===== config.mk =====
export PLATFORM = sky130hd
export DESIGN_NAME = fp_exec_unit
export DESIGN_NICKNAME = d
export VERILOG_FILES = /design/src/hw/reg_pkg.sv /design/src/hw/uop_pkg.sv /design/src/hw/fpu_if.sv /design/src/hw/fp_adder.sv /design/src/hw/fp_dispatch.sv /design/src/hw/fp_exec_unit.sv /design/src/hw/fp_mult_pipe.sv /design/src/hw/phys_regfile.sv
export SDC_FILE = /design/constraint.sdc
export NUM_CORES = 2
export LEC_CHECK = 0
export BUFFER_PORTS_ARGS = -buffer_cell sky130_fd_sc_hd__clkbuf_2
export CORE_AREA = 10 10 528 323
export CTS_CLUSTER_SIZE = 24
export DETAILED_ROUTE_END_ITERATION = 8
export DIE_AREA = 0 0 538 333
export GPL_ROUTABILITY_DRIVEN = 0
export PLACE_DENSITY = 0.66
export SLEW_MARGIN = 20
export SYNTH_ARGS = -nofsm -noshare
export SYNTH_HDL_FRONTEND = slang
export SYNTH_SLANG_ARGS = --single-unit

===== constraint.sdc =====
create_clock -name clk_in -period 7.9 [get_ports clk_in]
set_input_delay 1.185 -clock clk_in [delete_from_list [all_inputs] [get_ports clk_in]]
set_output_delay 1.185 -clock clk_in [all_outputs]
set_load 0.005 [all_outputs]

===== src/hw/reg_pkg.sv =====
package reg_pkg;

    parameter int WORD_SIZE     = 32;
    parameter int NUM_PHYS_REGS = 32;

    // physical register index
    typedef logic [$clog2(NUM_PHYS_REGS)-1:0] preg_idx_t;

    // single regfile write port
    typedef struct packed {
        logic                 en;
        preg_idx_t            index;
        logic [WORD_SIZE-1:0] data;
    } reg_write_port;

endpackage


===== src/hw/uop_pkg.sv =====
package uop_pkg;

    // opcodes seen on the issue port
    typedef enum logic [2:0] {
        UOP_NOP  = 3'd0,
        UOP_ADD  = 3'd1,
        UOP_FADD = 3'd2,
        UOP_FSUB = 3'd3,
        UOP_FMUL = 3'd4
    } uop_e;

    // one execute packet from the issue stage
    // operands are Q16.16 signed fixed-point words
    typedef struct packed {
        logic                             valid;
        uop_e                             uopcode;
        reg_pkg::preg_idx_t               dest_reg_phys;
        logic [reg_pkg::WORD_SIZE-1:0]    r1_val;
        logic [reg_pkg::WORD_SIZE-1:0]    r2_val;
    } exec_packet;

endpackage


===== src/hw/fpu_if.sv =====
interface fpu_if;

    logic [reg_pkg::WORD_SIZE-1:0] a;
    logic [reg_pkg::WORD_SIZE-1:0] b;
    logic                          start;
    logic [reg_pkg::WORD_SIZE-1:0] result;
    logic                          result_valid;

    // dispatcher side
    modport dispatch (
        output a,
        output b,
        output start,
        input  result,
        input  result_valid
    );

    // arithmetic unit side
    modport unit (
        input  a,
        input  b,
        input  start,
        output result,
        output result_valid
    );

endinterface


===== src/hw/fp_adder.sv =====
module fp_adder #(
    parameter int LATENCY = 1
) (
    input  logic clk_in,
    input  logic rst_N_in,
    input  logic flush_in,
    fpu_if.unit  bus
);

    logic [LATENCY-1:0]            vld_q;
    logic [reg_pkg::WORD_SIZE-1:0] sum_q [LATENCY];

    // valid chain, cleared by flush
    always_ff @(posedge clk_in or negedge rst_N_in) begin
        if (!rst_N_in) begin
            vld_q <= '0;
        end else if (flush_in) begin
            vld_q <= '0;
        end else begin
            vld_q[0] <= bus.start;
            for (int i = 1; i < LATENCY; i++) begin
                vld_q[i] <= vld_q[i-1];
            end
        end
    end

    // wrapping sum, Q16.16 needs no alignment
    always_ff @(posedge clk_in) begin
        sum_q[0] <= bus.a + bus.b;
        for (int i = 1; i < LATENCY; i++) begin
            sum_q[i] <= sum_q[i-1];
        end
    end

    assign bus.result       = sum_q[LATENCY-1];
    assign bus.result_valid = vld_q[LATENCY-1];

    a_add_latency: assert property (@(posedge clk_in) disable iff (!rst_N_in || flush_in)
        bus.start |-> ##LATENCY bus.result_valid);

endmodule


===== src/hw/fp_dispatch.sv =====
module fp_dispatch #(
    parameter int FP_ADD_LATENCY  = 1,
    parameter int FP_MULT_LATENCY = 4
) (
    input  logic                   clk_in,
    input  logic                   rst_N_in,
    input  logic                   flush_in,
    input  uop_pkg::exec_packet    insn_in,
    output logic                   ready_out,
    fpu_if.dispatch                add_bus,
    fpu_if.dispatch                mult_bus,
    output reg_pkg::reg_write_port wb_pkt
);

    logic               is_fadd;
    logic               is_fsub;
    logic               is_fmul;
    logic               is_fp;
    logic               accept;
    logic               busy;
    logic               sel_mult;
    logic               unit_valid;
    logic               done;
    reg_pkg::preg_idx_t dest_q;

    // decode
    assign is_fadd = insn_in.valid && (insn_in.uopcode == uop_pkg::UOP_FADD);
    assign is_fsub = insn_in.valid && (insn_in.uopcode == uop_pkg::UOP_FSUB);
    assign is_fmul = insn_in.valid && (insn_in.uopcode == uop_pkg::UOP_FMUL);
    assign is_fp   = is_fadd || is_fsub || is_fmul;

    // only one instruction in flight
    assign accept    = is_fp && !busy && !flush_in;
    assign ready_out = !busy;

    // subtraction goes through the adder with b negated
    assign add_bus.a     = insn_in.r1_val;
    assign add_bus.b     = is_fsub ? (~insn_in.r2_val + 1) : insn_in.r2_val;
    assign add_bus.start = accept && (is_fadd || is_fsub);

    assign mult_bus.a     = insn_in.r1_val;
    assign mult_bus.b     = insn_in.r2_val;
    assign mult_bus.start = accept && is_fmul;

    assign unit_valid = sel_mult ? mult_bus.result_valid : add_bus.result_valid;
    assign done       = busy && unit_valid;

    always_ff @(posedge clk_in or negedge rst_N_in) begin
        if (!rst_N_in) begin
            busy     <= 1'b0;
            sel_mult <= 1'b0;
        end else if (flush_in) begin
            busy <= 1'b0;
        end else if (accept) begin
            busy     <= 1'b1;
            sel_mult <= is_fmul;
        end else if (done) begin
            busy <= 1'b0;
        end
    end

    always_ff @(posedge clk_in) begin
        if (accept) begin
            dest_q <= insn_in.dest_reg_phys;
        end
    end

    // writeback is suppressed when the same cycle flushes
    always_comb begin
        wb_pkt = '0;
        if (done && !flush_in) begin
            wb_pkt.en    = 1'b1;
            wb_pkt.index = dest_q;
            wb_pkt.data  = sel_mult ? mult_bus.result : add_bus.result;
        end
    end

    a_no_issue_while_busy: assert property (@(posedge clk_in) disable iff (!rst_N_in)
        !(is_fp && busy));

    a_no_result_while_idle: assert property (@(posedge clk_in) disable iff (!rst_N_in)
        (add_bus.result_valid || mult_bus.result_valid) |-> busy);

    // units must answer within the latency this dispatcher was built for
    a_add_bounded: assert property (@(posedge clk_in) disable iff (!rst_N_in || flush_in)
        add_bus.start |-> ##[1:FP_ADD_LATENCY] add_bus.result_valid);

    a_mult_bounded: assert property (@(posedge clk_in) disable iff (!rst_N_in || flush_in)
        mult_bus.start |-> ##[1:FP_MULT_LATENCY] mult_bus.result_valid);

endmodule


===== src/hw/fp_exec_unit.sv =====
module fp_exec_unit #(
    parameter int FP_ADD_LATENCY  = 1,
    parameter int FP_MULT_LATENCY = 4
) (
    input  logic                          clk_in,
    input  logic                          rst_N_in,
    input  logic                          flush_in,

    // issue
    input  logic                          insn_valid,
    input  uop_pkg::uop_e                 insn_op,
    input  reg_pkg::preg_idx_t            insn_dest,
    input  logic [reg_pkg::WORD_SIZE-1:0] insn_r1_val,
    input  logic [reg_pkg::WORD_SIZE-1:0] insn_r2_val,
    output logic                          ready_out,

    // writeback mirror
    output logic                          wb_en,
    output reg_pkg::preg_idx_t            wb_index,
    output logic [reg_pkg::WORD_SIZE-1:0] wb_data,

    // read port
    input  reg_pkg::preg_idx_t            rd_index,
    output logic [reg_pkg::WORD_SIZE-1:0] rd_data
);

    uop_pkg::exec_packet    insn_pkt;
    reg_pkg::reg_write_port wb_pkt;

    fpu_if add_bus ();
    fpu_if mult_bus ();

    assign insn_pkt.valid         = insn_valid;
    assign insn_pkt.uopcode       = insn_op;
    assign insn_pkt.dest_reg_phys = insn_dest;
    assign insn_pkt.r1_val        = insn_r1_val;
    assign insn_pkt.r2_val        = insn_r2_val;

    assign wb_en    = wb_pkt.en;
    assign wb_index = wb_pkt.index;
    assign wb_data  = wb_pkt.data;

    fp_dispatch #(
        .FP_ADD_LATENCY  (FP_ADD_LATENCY),
        .FP_MULT_LATENCY (FP_MULT_LATENCY)
    ) u_dispatch (
        .clk_in    (clk_in),
        .rst_N_in  (rst_N_in),
        .flush_in  (flush_in),
        .insn_in   (insn_pkt),
        .ready_out (ready_out),
        .add_bus   (add_bus.dispatch),
        .mult_bus  (mult_bus.dispatch),
        .wb_pkt    (wb_pkt)
    );

    fp_adder #(
        .LATENCY (FP_ADD_LATENCY)
    ) u_adder (
        .clk_in   (clk_in),
        .rst_N_in (rst_N_in),
        .flush_in (flush_in),
        .bus      (add_bus.unit)
    );

    fp_mult_pipe #(
        .LATENCY (FP_MULT_LATENCY)
    ) u_mult (
        .clk_in   (clk_in),
        .rst_N_in (rst_N_in),
        .flush_in (flush_in),
        .bus      (mult_bus.unit)
    );

    phys_regfile u_regfile (
        .clk_in   (clk_in),
        .rst_N_in (rst_N_in),
        .wb_pkt   (wb_pkt),
        .rd_index (rd_index),
        .rd_data  (rd_data)
    );

endmodule


===== src/hw/fp_mult_pipe.sv =====
module fp_mult_pipe #(
    parameter int LATENCY = 4
) (
    input  logic clk_in,
    input  logic rst_N_in,
    input  logic flush_in,
    fpu_if.unit  bus
);

    localparam int W = reg_pkg::WORD_SIZE;

    logic signed [2*W-1:0] product;
    logic [LATENCY-1:0]    vld_q;
    logic [W-1:0]          res_q [LATENCY];

    // full signed product in Q32.32
    assign product = (2*W)'($signed(bus.a)) * (2*W)'($signed(bus.b));

    always_ff @(posedge clk_in or negedge rst_N_in) begin
        if (!rst_N_in) begin
            vld_q <= '0;
        end else if (flush_in) begin
            vld_q <= '0;
        end else begin
            vld_q[0] <= bus.start;
            for (int i = 1; i < LATENCY; i++) begin
                vld_q[i] <= vld_q[i-1];
            end
        end
    end

    // first stage truncates back to Q16.16
    always_ff @(posedge clk_in) begin
        if (bus.start) begin
            res_q[0] <= product[W+15:16];
        end
    end

    // remaining stages only move when a valid word moves with them
    always_ff @(posedge clk_in) begin
        for (int i = 1; i < LATENCY; i++) begin
            if (vld_q[i-1]) begin
                res_q[i] <= res_q[i-1];
            end
        end
    end

    assign bus.result       = res_q[LATENCY-1];
    assign bus.result_valid = vld_q[LATENCY-1];

    a_mult_latency: assert property (@(posedge clk_in) disable iff (!rst_N_in || flush_in)
        bus.start |-> ##LATENCY bus.result_valid);

endmodule


===== src/hw/phys_regfile.sv =====
module phys_regfile (
    input  logic                          clk_in,
    input  logic                          rst_N_in,
    input  reg_pkg::reg_write_port        wb_pkt,
    input  reg_pkg::preg_idx_t            rd_index,
    output logic [reg_pkg::WORD_SIZE-1:0] rd_data
);

    logic [reg_pkg::WORD_SIZE-1:0] regs [reg_pkg::NUM_PHYS_REGS];

    always_ff @(posedge clk_in or negedge rst_N_in) begin
        if (!rst_N_in) begin
            for (int i = 0; i < reg_pkg::NUM_PHYS_REGS; i++) begin
                regs[i] <= '0;
            end
        end else if (wb_pkt.en) begin
            regs[wb_pkt.index] <= wb_pkt.data;
        end
    end

    // combinational read, no bypass of a same-cycle write
    assign rd_data = regs[rd_index];

    a_wr_index_known: assert property (@(posedge clk_in) disable iff (!rst_N_in)
        wb_pkt.en |-> !$isunknown(wb_pkt.index));

endmodule


Word-level counts from Yosys, hierarchy flattened
Memories as Yosys holds them, arrays and structs flattened.
Cells that the tools add are included.
W data, S select, Z words.
{"block": "classes", "n_addsub": 2, "mul": 1, "n_lt_le_gt_ge": 3, "n_eq_ne": 3, "mux": 23, "bitwise_logic": 4, "reduce_logical": 16}
{"cell": "$bwmux W1024", "n": 1}
{"cell": "$bmux W32 S5", "n": 1}
{"cell": "$demux W32 S5", "n": 1}
{"cell": "$mux W32", "n": 5}
{"cell": "$mul A32 B32 Y48", "n": 1}
{"cell": "$mux W38", "n": 1}
{"cell": "$add A32 B1 Y32 const B", "n": 1}
{"cell": "$add A32 B32 Y32", "n": 1}
{"cell": "$not A32 Y32", "n": 1}
{"cell": "$mux W1", "n": 13}
{"cell": "$ge A6 B6 Y1 const B", "n": 2}
{"cell": "$not A5 Y6", "n": 2}
{"cell": "$logic_and A1 B1 Y1", "n": 10}
{"cell": "$eq A3 B2 Y1 const B", "n": 2}
{"cell": "$lt A6 B1 Y1 const B", "n": 1}
{"cell": "$mux W4", "n": 1}
{"cell": "$eq A3 B3 Y1 const B", "n": 1}
{"cell": "$reduce_bool A3 Y1", "n": 1}
{"cell": "$logic_not A1 Y1", "n": 2}
{"cell": "$logic_or A1 B1 Y1", "n": 2}
{"cell": "$reduce_and A2 Y1", "n": 1}
{"cell": "$not A1 Y1", "n": 1}
{"block": "totals", "register_bits": 1036, "ramBits": 160, "out_inout_bits": 71, "word_cells": 91, "mem_count": 2}
{"name": "u_mult.res_q", "depth": 4, "width": 32, "rd": 4, "rd_clocked_by_memory_dff": 0, "write_ports": 4, "line_no": "fp_mult_pipe.sv:14", "text": "logic [W-1:0] res_q [LATENCY];"}
{"name": "u_adder.sum_q", "depth": 1, "width": 32, "rd": 1, "rd_clocked_by_memory_dff": 0, "write_ports": 1, "line_no": "fp_adder.sv:11", "text": "logic [reg_pkg::WORD_SIZE-1:0] sum_q [LATENCY];"}

Depth between registers and ports, before layout
{"block": "depth", "ltp_word": 10, "ltp_mapped": 27, "ltp_nobuf": 25}

Hierarchy
From an unflattened synthesis, not the netlist that was laid out.
{"block": "unflattened", "hier_cells": 7295, "area_unflattened_um2": 84932.7}
{"mod": "phys_regfile", "instances": 1, "cells_each": 3447, "area_per_inst_um2": 47474.3}
{"mod": "fp_mult_pipe", "instances": 1, "cells_each": 3270, "area_per_inst_um2": 32778.9}
{"mod": "fp_adder", "instances": 1, "cells_each": 274, "area_per_inst_um2": 2419.8}
{"mod": "fp_dispatch", "instances": 1, "cells_each": 304, "area_per_inst_um2": 2259.7}

Worst setup path after synthesis
OpenSTA, ideal clock, no wires.
{"block": "synth_path", "path_type": "input to register", "startpoint": "in insn_r2_val[8] (netlist bit)", "endpoint": "mem u_mult.res_q[0][22] (netlist bit), data pin", "setup_ns": 0.262, "arrival_ns": 7.768, "slack_ns": -0.130, "stages": 24, "path_buffers": 2, "cell_sequence": "clkbuf_1 -> clkbuf_1 -> nand2_1 -> fa_1 -> inv_1 -> fa_1 -> fa_1 -> inv_1 -> fa_1 -> inv_1 -> fa_1 -> ha_1 -> fa_1 -> fa_1 -> ha_1 -> and3_1 -> a221o_1 -> a31oi_1 -> nor3b_2 -> a41o_2 -> a31o_2 -> a31oi_1 -> o21bai_1 -> xor2_1"}
{"item": "start, declared", "line_no": "fp_exec_unit.sv:14", "text": "input logic [reg_pkg::WORD_SIZE-1:0] insn_r2_val,"}
{"item": "end, declared", "line_no": "fp_mult_pipe.sv:14"}

==> results.md <==
* Outcome: finished, final reports clean
* CP max FO at 13
* Clk_skew at roughly 0.032 ns
* Total wire length at about 230 mm
* Htree depth at 3
* Worst Hold Class: reg2reg
* Rows at 114
* Core footprint at between 150000 and 200000 sq um
* DR vias at between 50000 and 60000
* Largest net degree at the start of global routing at between 200 and 250
* Placed cell areas at between 80000 and 90000 sq um
* Setup violators final at 0
* Initial antenna violation count at 7
* CTS tree: done
* Final hold vios at 0
* Worst Path Arrival at 8.16 ns
* Commonest non-fill, non-tap cell in the layout: nand2_1
* Number of remaining DRC errors at 0
* Layer with the highest usage: met1
* GR Layer Usage met1 at between 30% and 40%
* Max incr delay on CP at ~0.57 ns
* Initial detailed-routing violation count at roughly 5700
* CP Capture Type: flop
* Syn avg cell area at about 11 sq um
* # nets final at around 8700
* Met3 usage at 6.09%
* Slew headroom at between 20% and 30%
* Most frequent cells in the layout: nand2_1, dfrtp_1, o21ai_0
* Root Buffer Master: clkbuf_16
* Overflow after GRT at 0
* Hpwl dp at around 160 mm
* Register area share after synthesis at about two fifths
* Post-synth EDFFs at ~130
* Global-route wire length before repair at 358 mm
* CTS Buffer Depth at 3
* Design area at ~90000 sq um
* Fillers at about 14000
* Max frequency at between 100 and 150 MHz
* Via-to-Cell Ratio at about 5.7
* Clock slew at reported path FFs at roughly 0.07 ns
* Post-route ant nets at 0
* Hold-fix buffers, CTS at 0
* Hold WS at 0.414 ns
* Synth Flop Type: dfrtp_1
* Clk Latency, worst-skew pair at about 0.75 ns
* Startpoint Class: input port
* Clk sinks at roughly 1200
* Synth Cell Area at about 80000 sq um
* Critical Path RT at about 8.4 ns
* IO Port Bufs at approximately 150
* Initial Util at between 40% and 50%
* Most used cell, CP: fa_1
* Slew Limit Fails at 0
* Max Cap Viol at 0
* GRT Total Usage at roughly a quarter
* DIE WIDTH at ~540 um
* Final period utilization at between 90% and 100%
* Fraction of layout cells with a size suffix above 1 at approximately 15%
* Cells after synthesis at between 7000 and 8000
* Die Area at about 180000 sq um
* WL/cell at roughly 23 um
* CTS Buf Count at 100
* Drt pass-1 iters at 5
* Setup Buffers After CTS at 0
* M2 GR Usage at between 30% and 40%
* Register bit count reported by yosys at between 1000 and 1500
* Area Overhead vs Synth at 11.0%
* Ys Warns at 0
* Worst slew pin tran at between 1 and 1.5 ns
* Die Y at roughly 330 um
* Mapped Nets at approximately 8600
* Seq. cell area at roughly 30000 sq um
* Num ports at approximately 150
* Asr flop ratio synth at a little under nine tenths
* Vias in the first global route at roughly 58000
* RSZ-0062 raised after global routing: false
* Synth cell types at slightly above 70
* CP max-delay cell: fa_1
* Crit path kind: in2reg
* Fin crit period at just under 8 ns
* Multi-input gate area at 44600 sq um
-- area by class of cell --
cell class | count | area share [%]
Clock inverter | 46 | 0.812
Clock buffer | 141 | 3.27
Timing Repair Buffer | 565 | 4.84
Tap cell | 2146 | 3.03
Sequential cell | 1196 | 34.3
Inverter | 817 | 3.46
Multi-Input combinational cell | 4928 | 50.3
Antenna cell | 1 | 0.00282
-- sequential cells by signal (all words and copies together) (netlist names) --
register and flops:
u_regfile.regs 1024, u_mult.res_q 128, u_adder.sum_q 32, u_dispatch.dest_q 5, u_mult.vld_q 4, u_adder.bus.result_valid 1, u_dispatch.busy 1, u_dispatch.sel_mult 1
-- kinds of logic (layout without fill, tap and decap cells) --
logic type | Yosys count | count (layout) | share of synthesized area (%)
AND/OR/NAND/NOR | 2165 | 2165 | 12.1
buffers and inverters | 1354 | 1569 | 6.41
AO/OA/AOI/OAI | 1204 | 1204 | 7.93
flip-flops | 1196 | 1196 | 38.1
adder cells (fa/ha/maj) | 1034 | 1034 | 24.1
multiplexers | 390 | 390 | 9.95
XOR/XNOR | 135 | 135 | 1.48
other | 0 | 1 | 0
-- worst max-delay path, delay by kind of cell --
kind	cells	cell delay, ns
AND/OR/NAND/NOR	3	0.40
adder cells (fa/ha/maj)	9	4.22
AO/OA/AOI/OAI	5	1.19
buffers and inverters	7	1.04
XOR/XNOR	1	0.11
-- per-layer routing --
layer | vias to the layer above | part of all wire [%]
li1 | 24300 | -
met1 | 28900 | 44
met2 | 2397 | 43
met3 | 373 | 9.7
met4 | 4 | 2.6
met5 | - | 0.010
-- through the flow --
stage,setup slack (ns),setup TNS [ns],util [%],instances
floorplan,0.00527,0,-,7478
global placement,-0.554,-7.85,52.9,9650
detailed placement,-0.601,-9.85,52.9,9650
CTS,0.154,0,55.2,9837
global route,0.0203,0,55.3,9840
finish,0.207,0,55.3,9840
-- synthesized netlist by cell type (32+ instances only) --
master | count | area [sq um]
a21oi_1 | 184 | 921
and2_1 | 431 | 2700
buf_1 | 41 | 154
clkbuf_1 | 468 | 1760
dfrtp_1 | 1031 | 25800
dfxtp_1 | 32 | 641
edfxtp_1 | 133 | 3990
fa_1 | 839 | 16800
ha_1 | 195 | 2440
inv_1 | 816 | 3060
mux2_2 | 37 | 417
mux2i_1 | 32 | 320
mux4_2 | 320 | 7210
nand2_1 | 1405 | 5270
nand2b_1 | 49 | 307
nor2_1 | 173 | 649
o21ai_0 | 921 | 4610
xnor2_1 | 97 | 850
xor2_1 | 38 | 333
-- timing repair --
action                     CTS  global route
hold endpoints to repair     0             0
setup endpoints to repair    0            11
gates resized for setup      0            16
-- final timing paths --
kind / slack [ns] / from / to / cells past startpoint
min in group asynchronous: 0.42 / rst_N_in / u_regfile.regs[966] / 1
min: 0.41 / u_mult.res_q[2][29] / u_mult.res_q[3][29] / 0
max: 0.21 / insn_r1_val[11] / u_mult.res_q[0][26] / 25
max in group asynchronous: 5.62 / rst_N_in / u_regfile.regs[152] / 3
max reg2reg: 3.23 / u_dispatch.sel_mult / u_regfile.regs[336] / 10
min reg2reg: 0.41 / u_mult.res_q[2][29] / u_mult.res_q[3][29] / 0
Power is left out: the tool's default activity adds up to more than one toggle a clock period on the data nets, which glitch-free logic cannot reach.
